==> src/source/ntm_defines.svh <==
// Matrix sizes and fixed-point format defines
`ifndef NTM_DEFINES_SVH
`define NTM_DEFINES_SVH

////////////////////
// Matrix geometry
////////////////////

// Rows of the memory, also weighting length
`define NTM_SIZE_N 4
// Words per row, also erase and add length
`define NTM_SIZE_W 4

////////////////////
// Fixed point
////////////////////

`define NTM_DATA_WIDTH 16
// Unsigned fraction, room for exactly 1.0
`define NTM_WEIGHT_WIDTH 9
`define NTM_FRAC_BITS 8
`define NTM_ONE 256

`endif

==> src/source/ntm_pkg.sv <==
// Word, weight, address and operation types plus the fixed-point multiply
`include "ntm_defines.svh"

package ntm_pkg;

  // Signed memory word
  typedef logic signed [`NTM_DATA_WIDTH-1:0] word_t;
  // Unsigned fraction, 1.0 = NTM_ONE
  typedef logic [`NTM_WEIGHT_WIDTH-1:0] weight_t;

  typedef logic [$clog2(`NTM_SIZE_N)-1:0] row_addr_t;
  typedef logic [$clog2(`NTM_SIZE_W)-1:0] col_addr_t;

  typedef enum logic {
    OP_READ  = 1'b0,
    OP_WRITE = 1'b1
  } op_t;

  // Weight times word, floor of full product over 2^FRAC_BITS
  // Result wraps to the word width
  function automatic word_t fx_mul(input weight_t w, input word_t d);
    logic signed [`NTM_DATA_WIDTH+`NTM_WEIGHT_WIDTH:0] prod;
    // Zero extend so the weight stays positive
    prod = $signed({1'b0, w}) * d;
    return prod[`NTM_FRAC_BITS +: `NTM_DATA_WIDTH];
  endfunction

endpackage

==> src/source/ntm_vector_buffer.sv <==
// Strobe-loaded vector register with a wrapping fill index
`timescale 1ns/1ps
`include "ntm_defines.svh"

module ntm_vector_buffer
  import ntm_pkg::*;
#(
  parameter type T = word_t,
  parameter int DEPTH = `NTM_SIZE_N
) (
  input  logic CLK,
  input  logic RST,
  input  logic clear,
  input  logic load,
  input  T     data,
  output T     vector [DEPTH]
);

  localparam int IW = (DEPTH > 1) ? $clog2(DEPTH) : 1;
  localparam logic [IW-1:0] LAST = IW'(DEPTH - 1);

  // Next slot to fill
  logic [IW-1:0] idx;

  ////////////////////
  // Fill index
  ////////////////////

  always_ff @(posedge CLK or posedge RST) begin
    if (RST) begin
      idx <= '0;
    end else if (clear) begin
      idx <= '0;
    end else if (load) begin
      // Wrap after the last slot
      idx <= (idx == LAST) ? '0 : idx + 1'b1;
    end
  end

  // Slot storage
  always_ff @(posedge CLK) begin
    if (load) begin
      vector[idx] <= data;
    end
  end

  // Host never streams data in the START cycle
  a_no_load_on_clear : assert property (@(posedge CLK) disable iff (RST)
    !(load && clear));

endmodule

==> src/source/ntm_memory.sv <==
// N x W memory matrix, two registered read ports and one write port
`timescale 1ns/1ps
`include "ntm_defines.svh"

module ntm_memory
  import ntm_pkg::*;
(
  input  logic      CLK,
  input  logic      RST,
  // Port A, read head
  input  row_addr_t rd_a_row,
  input  col_addr_t rd_a_col,
  output word_t     rd_a_data,
  // Port B, write head
  input  row_addr_t rd_b_row,
  input  col_addr_t rd_b_col,
  output word_t     rd_b_data,
  // Write port
  input  logic      wr_en,
  input  row_addr_t wr_row,
  input  col_addr_t wr_col,
  input  word_t     wr_data
);

  word_t mem [`NTM_SIZE_N][`NTM_SIZE_W];

  ////////////////////
  // Write and clear
  ////////////////////

  always_ff @(posedge CLK or posedge RST) begin
    if (RST) begin
      // Whole matrix back to zero
      for (int j = 0; j < `NTM_SIZE_N; j++) begin
        for (int k = 0; k < `NTM_SIZE_W; k++) begin
          mem[j][k] <= '0;
        end
      end
    end else if (wr_en) begin
      mem[wr_row][wr_col] <= wr_data;
    end
  end

  // Reads see the value before a same-cycle write
  always_ff @(posedge CLK) begin
    rd_a_data <= mem[rd_a_row][rd_a_col];
    rd_b_data <= mem[rd_b_row][rd_b_col];
  end

endmodule

==> src/source/ntm_reading.sv <==
// Read head, weighted sum of each memory column
`timescale 1ns/1ps
`include "ntm_defines.svh"

module ntm_reading
  import ntm_pkg::*;
(
  input  logic      CLK,
  input  logic      RST,
  input  logic      start,
  input  weight_t   weights [`NTM_SIZE_N],
  output row_addr_t rd_row,
  output col_addr_t rd_col,
  input  word_t     rd_data,
  output logic      r_valid,
  output word_t     r_data,
  output logic      done
);

  localparam row_addr_t ROW_LAST = row_addr_t'(`NTM_SIZE_N - 1);
  localparam col_addr_t COL_LAST = col_addr_t'(`NTM_SIZE_W - 1);

  // Issue side
  logic      active;
  row_addr_t row0;
  col_addr_t col0;
  logic      col_end;
  logic      at_last;
  // Return side, one cycle behind
  logic      v1;
  logic      end1;
  logic      last1;
  row_addr_t row1;
  word_t     sum;

  assign rd_row  = row0;
  assign rd_col  = col0;
  assign col_end = (row0 == ROW_LAST);
  assign at_last = col_end && (col0 == COL_LAST);

  // Row 0 restarts the sum, so the next column overlaps freely
  assign sum = ((row1 == '0) ? word_t'(0) : r_data) + fx_mul(weights[row1], rd_data);

  ////////////////////
  // Address walk
  ////////////////////

  always_ff @(posedge CLK or posedge RST) begin
    if (RST) begin
      active  <= 1'b0;
      row0    <= '0;
      col0    <= '0;
      v1      <= 1'b0;
      end1    <= 1'b0;
      last1   <= 1'b0;
      r_valid <= 1'b0;
      done    <= 1'b0;
    end else begin
      if (start) begin
        active <= 1'b1;
        row0   <= '0;
        col0   <= '0;
      end else if (active) begin
        // Rows inner, columns outer
        if (col_end) begin
          row0 <= '0;
          col0 <= col0 + 1'b1;
        end else begin
          row0 <= row0 + 1'b1;
        end
        if (at_last) begin
          active <= 1'b0;
        end
      end
      v1      <= active;
      end1    <= active && col_end;
      last1   <= active && at_last;
      // Column sum lands with its N-th word
      r_valid <= v1 && end1;
      done    <= v1 && last1;
    end
  end

  // Accumulator doubles as the output word
  always_ff @(posedge CLK) begin
    row1 <= row0;
    if (v1) begin
      r_data <= sum;
    end
  end

  a_start_idle : assert property (@(posedge CLK) disable iff (RST)
    start |-> !active && !v1);

endmodule

==> src/source/ntm_write_head.sv <==
// Write head, erase then add over every cell as a three-stage pipeline
`timescale 1ns/1ps
`include "ntm_defines.svh"

module ntm_write_head
  import ntm_pkg::*;
(
  input  logic      CLK,
  input  logic      RST,
  input  logic      start,
  input  weight_t   weights [`NTM_SIZE_N],
  input  weight_t   erase [`NTM_SIZE_W],
  input  word_t     add [`NTM_SIZE_W],
  output row_addr_t rd_row,
  output col_addr_t rd_col,
  input  word_t     rd_data,
  output logic      wr_en,
  output row_addr_t wr_row,
  output col_addr_t wr_col,
  output word_t     wr_data,
  output logic      done
);

  localparam row_addr_t ROW_LAST = row_addr_t'(`NTM_SIZE_N - 1);
  localparam col_addr_t COL_LAST = col_addr_t'(`NTM_SIZE_W - 1);
  localparam word_t     ONE_W    = word_t'(`NTM_ONE);

  // Stage 0, address issue
  logic      active;
  row_addr_t row0;
  col_addr_t col0;
  logic      at_last;
  // Stage 1, word back from memory
  logic      v1;
  logic      last1;
  row_addr_t row1;
  col_addr_t col1;
  // Stage 2, erased word held for the add
  logic      v2;
  logic      last2;
  row_addr_t row2;
  col_addr_t col2;
  word_t     erased_q;
  // Erase arithmetic
  word_t     we_prod;
  weight_t   keep;
  word_t     erased;

  assign rd_row  = row0;
  assign rd_col  = col0;
  assign at_last = (row0 == ROW_LAST) && (col0 == COL_LAST);

  ////////////////////
  // Erase stage
  ////////////////////

  always_comb begin
    we_prod = fx_mul(weights[row1], word_t'(erase[col1]));
    // Kept fraction 1 - w*e
    keep    = weight_t'(ONE_W - we_prod);
    erased  = fx_mul(keep, rd_data);
  end

  // Cell sweep, columns inner
  always_ff @(posedge CLK or posedge RST) begin
    if (RST) begin
      active <= 1'b0;
      row0   <= '0;
      col0   <= '0;
      v1     <= 1'b0;
      last1  <= 1'b0;
      v2     <= 1'b0;
      last2  <= 1'b0;
    end else begin
      if (start) begin
        active <= 1'b1;
        row0   <= '0;
        col0   <= '0;
      end else if (active) begin
        if (col0 == COL_LAST) begin
          col0 <= '0;
          row0 <= row0 + 1'b1;
        end else begin
          col0 <= col0 + 1'b1;
        end
        if (at_last) begin
          active <= 1'b0;
        end
      end
      v1    <= active;
      last1 <= active && at_last;
      v2    <= v1;
      last2 <= last1;
    end
  end

  // Address and data follow the valid bits
  always_ff @(posedge CLK) begin
    row1     <= row0;
    col1     <= col0;
    row2     <= row1;
    col2     <= col1;
    erased_q <= erased;
  end

  ////////////////////
  // Add stage
  ////////////////////

  // Write-back two cycles after the read
  assign wr_en   = v2;
  assign wr_row  = row2;
  assign wr_col  = col2;
  assign wr_data = erased_q + fx_mul(weights[row2], add[col2]);
  assign done    = last2;

endmodule

==> src/source/ntm_sequencer.sv <==
// Top FSM, launches a head per operation and pulses ready on its done
`timescale 1ns/1ps

module ntm_sequencer
  import ntm_pkg::*;
(
  input  logic CLK,
  input  logic RST,
  input  logic start,
  input  op_t  op,
  input  logic read_done,
  input  logic write_done,
  output logic read_start,
  output logic write_start,
  output logic ready
);

  typedef enum logic [1:0] {
    S_IDLE,
    S_READ_HEADS,
    S_WRITE_HEADS
  } state_t;

  state_t state;

  ////////////////////
  // FSM
  ////////////////////

  always_ff @(posedge CLK or posedge RST) begin
    if (RST) begin
      state       <= S_IDLE;
      read_start  <= 1'b0;
      write_start <= 1'b0;
      ready       <= 1'b0;
    end else begin
      // Single-cycle strobes by default
      read_start  <= 1'b0;
      write_start <= 1'b0;
      ready       <= 1'b0;
      case (state)
        S_IDLE: begin
          if (start) begin
            if (op == OP_WRITE) begin
              state       <= S_WRITE_HEADS;
              write_start <= 1'b1;
            end else begin
              state      <= S_READ_HEADS;
              read_start <= 1'b1;
            end
          end
        end
        S_READ_HEADS: begin
          if (read_done) begin
            state <= S_IDLE;
            ready <= 1'b1;
          end
        end
        S_WRITE_HEADS: begin
          if (write_done) begin
            state <= S_IDLE;
            ready <= 1'b1;
          end
        end
        default: state <= S_IDLE;
      endcase
    end
  end

  // No back-pressure, host waits for READY
  a_start_in_idle : assert property (@(posedge CLK) disable iff (RST)
    start |-> state == S_IDLE);

endmodule

==> src/source/ntm_top.sv <==
// Top level, vector buffers, memory, read and write heads and sequencer
`timescale 1ns/1ps
`include "ntm_defines.svh"

module ntm_top (
  input  logic            CLK,
  input  logic            RST,
  input  logic            START,
  input  ntm_pkg::op_t    OP,
  input  logic            W_IN_ENABLE,
  input  ntm_pkg::weight_t W_IN,
  input  logic            E_IN_ENABLE,
  input  ntm_pkg::weight_t E_IN,
  input  logic            A_IN_ENABLE,
  input  ntm_pkg::word_t  A_IN,
  output logic            R_OUT_ENABLE,
  output ntm_pkg::word_t  R_OUT,
  output logic            READY
);

  // Loaded vectors
  ntm_pkg::weight_t weights [`NTM_SIZE_N];
  ntm_pkg::weight_t erase [`NTM_SIZE_W];
  ntm_pkg::word_t   add [`NTM_SIZE_W];

  // Memory ports
  ntm_pkg::row_addr_t rd_a_row;
  ntm_pkg::col_addr_t rd_a_col;
  ntm_pkg::word_t     rd_a_data;
  ntm_pkg::row_addr_t rd_b_row;
  ntm_pkg::col_addr_t rd_b_col;
  ntm_pkg::word_t     rd_b_data;
  logic               wr_en;
  ntm_pkg::row_addr_t wr_row;
  ntm_pkg::col_addr_t wr_col;
  ntm_pkg::word_t     wr_data;

  // Head control
  logic read_start;
  logic read_done;
  logic write_start;
  logic write_done;

  ////////////////////
  // Input vectors
  ////////////////////

  // START rewinds every fill index
  ntm_vector_buffer #(.T(ntm_pkg::weight_t), .DEPTH(`NTM_SIZE_N)) u_w_buf (
    .CLK(CLK), .RST(RST), .clear(START), .load(W_IN_ENABLE), .data(W_IN), .vector(weights)
  );
  ntm_vector_buffer #(.T(ntm_pkg::weight_t), .DEPTH(`NTM_SIZE_W)) u_e_buf (
    .CLK(CLK), .RST(RST), .clear(START), .load(E_IN_ENABLE), .data(E_IN), .vector(erase)
  );
  ntm_vector_buffer #(.T(ntm_pkg::word_t), .DEPTH(`NTM_SIZE_W)) u_a_buf (
    .CLK(CLK), .RST(RST), .clear(START), .load(A_IN_ENABLE), .data(A_IN), .vector(add)
  );

  ////////////////////
  // Memory and heads
  ////////////////////

  ntm_memory u_memory (
    .CLK(CLK), .RST(RST),
    .rd_a_row(rd_a_row), .rd_a_col(rd_a_col), .rd_a_data(rd_a_data),
    .rd_b_row(rd_b_row), .rd_b_col(rd_b_col), .rd_b_data(rd_b_data),
    .wr_en(wr_en), .wr_row(wr_row), .wr_col(wr_col), .wr_data(wr_data)
  );

  // Read head on port A
  ntm_reading u_reading (
    .CLK(CLK), .RST(RST), .start(read_start), .weights(weights),
    .rd_row(rd_a_row), .rd_col(rd_a_col), .rd_data(rd_a_data),
    .r_valid(R_OUT_ENABLE), .r_data(R_OUT), .done(read_done)
  );

  // Write head on port B, sole owner of the write port
  ntm_write_head u_write_head (
    .CLK(CLK), .RST(RST), .start(write_start),
    .weights(weights), .erase(erase), .add(add),
    .rd_row(rd_b_row), .rd_col(rd_b_col), .rd_data(rd_b_data),
    .wr_en(wr_en), .wr_row(wr_row), .wr_col(wr_col), .wr_data(wr_data),
    .done(write_done)
  );

  ntm_sequencer u_sequencer (
    .CLK(CLK), .RST(RST), .start(START), .op(OP),
    .read_done(read_done), .write_done(write_done),
    .read_start(read_start), .write_start(write_start), .ready(READY)
  );

endmodule

==> config.mk <==
export PLATFORM = sky130hd
export DESIGN_NAME = ntm_top
export DESIGN_NICKNAME = d
export VERILOG_FILES = /design/src/source/ntm_pkg.sv /design/src/source/ntm_vector_buffer.sv /design/src/source/ntm_memory.sv /design/src/source/ntm_reading.sv /design/src/source/ntm_write_head.sv /design/src/source/ntm_sequencer.sv /design/src/source/ntm_top.sv
export VERILOG_INCLUDE_DIRS = /design/src /design/src/source
export SDC_FILE = /design/constraint.sdc
export NUM_CORES = 2
export LEC_CHECK = 0
export BUFFER_PORTS_ARGS = -buffer_cell sky130_fd_sc_hd__buf_4
export CAP_MARGIN = 5
export CORE_MARGIN = 2
export CORE_UTILIZATION = 30
export DETAILED_ROUTE_END_ITERATION = 10
export PLACE_DENSITY = 0.49
export SKIP_LAST_GASP = 1
export SLEW_MARGIN = 40
export SYNTH_ARGS = -nofsm -noshare
export SYNTH_HDL_FRONTEND = slang
export SYNTH_SLANG_ARGS = --single-unit
export TNS_END_PERCENT = 1
==> constraint.sdc <==
create_clock -name CLK -period 10.2 [get_ports CLK]
set_input_delay 2.04 -clock CLK [delete_from_list [all_inputs] [get_ports CLK]]
set_output_delay 2.04 -clock CLK [all_outputs]
set_load 0.05 [all_outputs]
==> impl_metrics.py <==
metrics = {
    "run_status": {
        "status": "complete, but fails checks",
        "violations": "negative setup slack",
    },
    "critical_path": {
        "end_kind": "flop",
        "critical_path.startpoint_type": "flop",
        "r2r_cells": 47,
        "cpMaxStageDelayCell": "mux4_2",
        "cp_num_buf_inv": 17,
        "worstSetupPathType": "flop to flop",
        "required_ps": 10720,
        "cp.arrival_ps": 10800,
        "crit_fanout": 6,
        "cp.depth": 47,
        "slowest_delay_ps": 610,
        "path_delay_family": "adder cells",
    },
    "sta": {
        "setup_ws_ps": -84.6,
        "max_slew_margin_pct": 44.6,
        "post-route-period-util_pct": 101,
        "max_freq_ghz": 0.0972,
        "rsz0062_at_grt": "yes",
        "slew_violations": 0,
        "setup-violations-final": 2,
        "tightest_slew_ps": 830,
        "finalSetupTns_ps": -138,
        "finalCriticalPeriod_ps": 10280,
        "clock_skew_ps": 57.4,
        "finalHoldViolCount": 0,
        "whs_ps": 344,
    },
    "cells_and_area": {
        "nNetsFinal": 4326,
        "fill_cells": 13200,
        "drive_gt1_share_pct": 18.3,
        "finish.utilization_pct": 34.7,
        "area_delta_synth_final_pct": 14.6,
    },
    "routing": {
        "drc_errors": 0,
        "postRouteAntennaNets": 0,
        "wl_per_cell_um": 18.9,
        "dr.pass1.iters": 7,
        "drtIter0Drc": 1709,
        "route.vias.total": 25800,
        "wirelength_mm": 103,
        "via_per_inst": 4.71,
    },
    "clocking": {
        "htreeDepth": 2,
        "cts_buffers": 59,
        "clock_sinks": 496,
        "cts_tree": "yes",
        "clock_latency_ps": 690,
        "clk_transition_reported_paths_ps": 70,
        "root_buffer": "clkbuf_16",
        "ctsLongestPathBuffers": 3,
    },
    "yosys": {
        "synth_fp_nets": 4206,
        "synth_flop_cell": "dfrtp_1",
        "synth_most_common_cell": "nand2_1",
        "synthesis.instances": 3541,
        "yosys_register_bits": 496,
        "syn_avg_cell_area_um2": 11.2,
        "synth-warning-count": 0,
        "async_reset_ff_share_pct": 57.7,
        "ys_seq_area_share_pct": 32.4,
        "synth_edf_count": 152,
        "ys_top_cells_by_count": "nand2_1, inv_1, fa_1",
        "synth_cell_types": 89,
        "syn_area_um2": 39800,
        "ys_top_cells_by_area": "fa_1, dfrtp_1, mux4_2, edfxtp_1, ha_1",
        "yosys.area.top_type": "fa_1",
        "yosysTopAreaCellShare_pct": 19.7,
    },
    "placed_design": {
        "pre_cts_ws_ps": -208,
        "portBuffers": 58,
        "gp_congestion": 0.794,
        "dp.final_hpwl_mm": 73.4,
    },
    "die": {
        "fp-row-count": 133,
        "die_w_um": 368,
        "die_h_um": 368,
        "core_um2": 131000,
        "io_pins": 59,
        "dieArea_um2": 135000,
        "start_util_pct": 30.2,
    },
    "global_routing": {
        "grt_usage_pct": 15.8,
        "grt_max_degree": 149,
        "grt_pass1_vias": 27600,
        "antenna_found_initial": 1,
        "grt_overflow": 0,
        "grt_pass1_wl_mm": 165,
    },
    "flow_run": {
        "cap_violations": 0,
    },
    "min_path": {
        "hold_class": "flop to flop",
        "min_path_cells": 0,
    },
}
[state kept, by name, indices dropped and copies added, names as in the netlist, 16 cells and up]
signal	cells
u_memory.rd_a_data	16
u_reading.r_data	16
u_memory.rd_b_data	16
u_e_buf.vector	36
u_write_head.erased_q	16
u_w_buf.vector	36
u_memory.mem	256
u_a_buf.vector	64
[cell families after synthesis]
logic type,after synthesis,synth area share [%]
buffers and inverters,619,6.02
DFF,496,32.4
AOI/OAI and AO/OA,296,4.78
and+or+nand+nor,1121,13.4
xor gates and xnor gates,115,2.67
muxes,270,13.7
adders and majority gates,624,27.0
[final timing paths]
path / from / end / slack (ps)
min in group asynchronous: RST / u_memory.mem[61] / 1410
max in group asynchronous: RST / u_write_head.rd_row[0] / 7390
worst min-delay path: u_write_head.v1 / u_write_head.wr_en / 340
worst max register to register: u_write_head.row1[0] / u_write_head.erased_q[15] / -80
worst min register to register: u_write_head.v1 / u_write_head.wr_en / 340
worst max-delay path: u_write_head.row1[0] / u_write_head.erased_q[15] / -80
[through the flow]
stage	instance area, um^2	instances
finish	45600	5468
global placement	42900	5332
global route	45600	5468
floorplan	39800	3541
detailed placement	43000	5332
CTS	45400	5458
[cell usage in the layout (no fill, tap or decap), types with 72 or more instances in the layout]
master / instances
nand2_1: 594
inv_1: 473
fa_1: 387
and2_1: 286
dfrtp_1: 281
ha_1: 224
mux4_2: 209
buf_4: 186
edfxtp_1: 152
o21ai_0: 140
xnor2_1: 77
nor2_1: 72
[worst register-to-register path, delay by kind of cell, from the launching register on]
family          cells  cell delay, ps
compound gates      8            1380
xor+xnor            4             750
fa+ha+maj          12            4890
buf+inv            17            1640
flops               1             340
mux                 1             610
simple gates        5             550
[area by class of cell]
cell class | count | area, um^2 | area share [%]
Antenna cell | 1 | 2.50 | 0.00549
Clock buffer | 79 | 1650 | 3.62
Clock inverter | 33 | 442 | 0.969
Inverter | 477 | 1800 | 3.95
Multi-Input combinational cell | 2426 | 24900 | 54.7
Sequential cell | 496 | 12900 | 28.3
Tap cell | 1755 | 2200 | 4.82
Timing Repair Buffer | 201 | 1660 | 3.63
[per-layer routing]
layer / share of wire [%] / GRT usage (%) / wire (um)
met1: 46 / 21.8 / 47600
met5: 0 / 0 / 0
met4: 2.2 / 3.65 / 2320
met3: 4.1 / 2.20 / 4270
met2: 48 / 26.1 / 49200
[what timing repair did]
action	4_1_cts	5_1_grt
buffers inserted	14	8
setup endpoints to repair	5	10
hold buffers	0	0
pin swaps	29	32
gates resized for setup	34	23
Power is not shown: default switching activity piles up to over one toggle a cycle in this logic, so the estimate is an artifact.
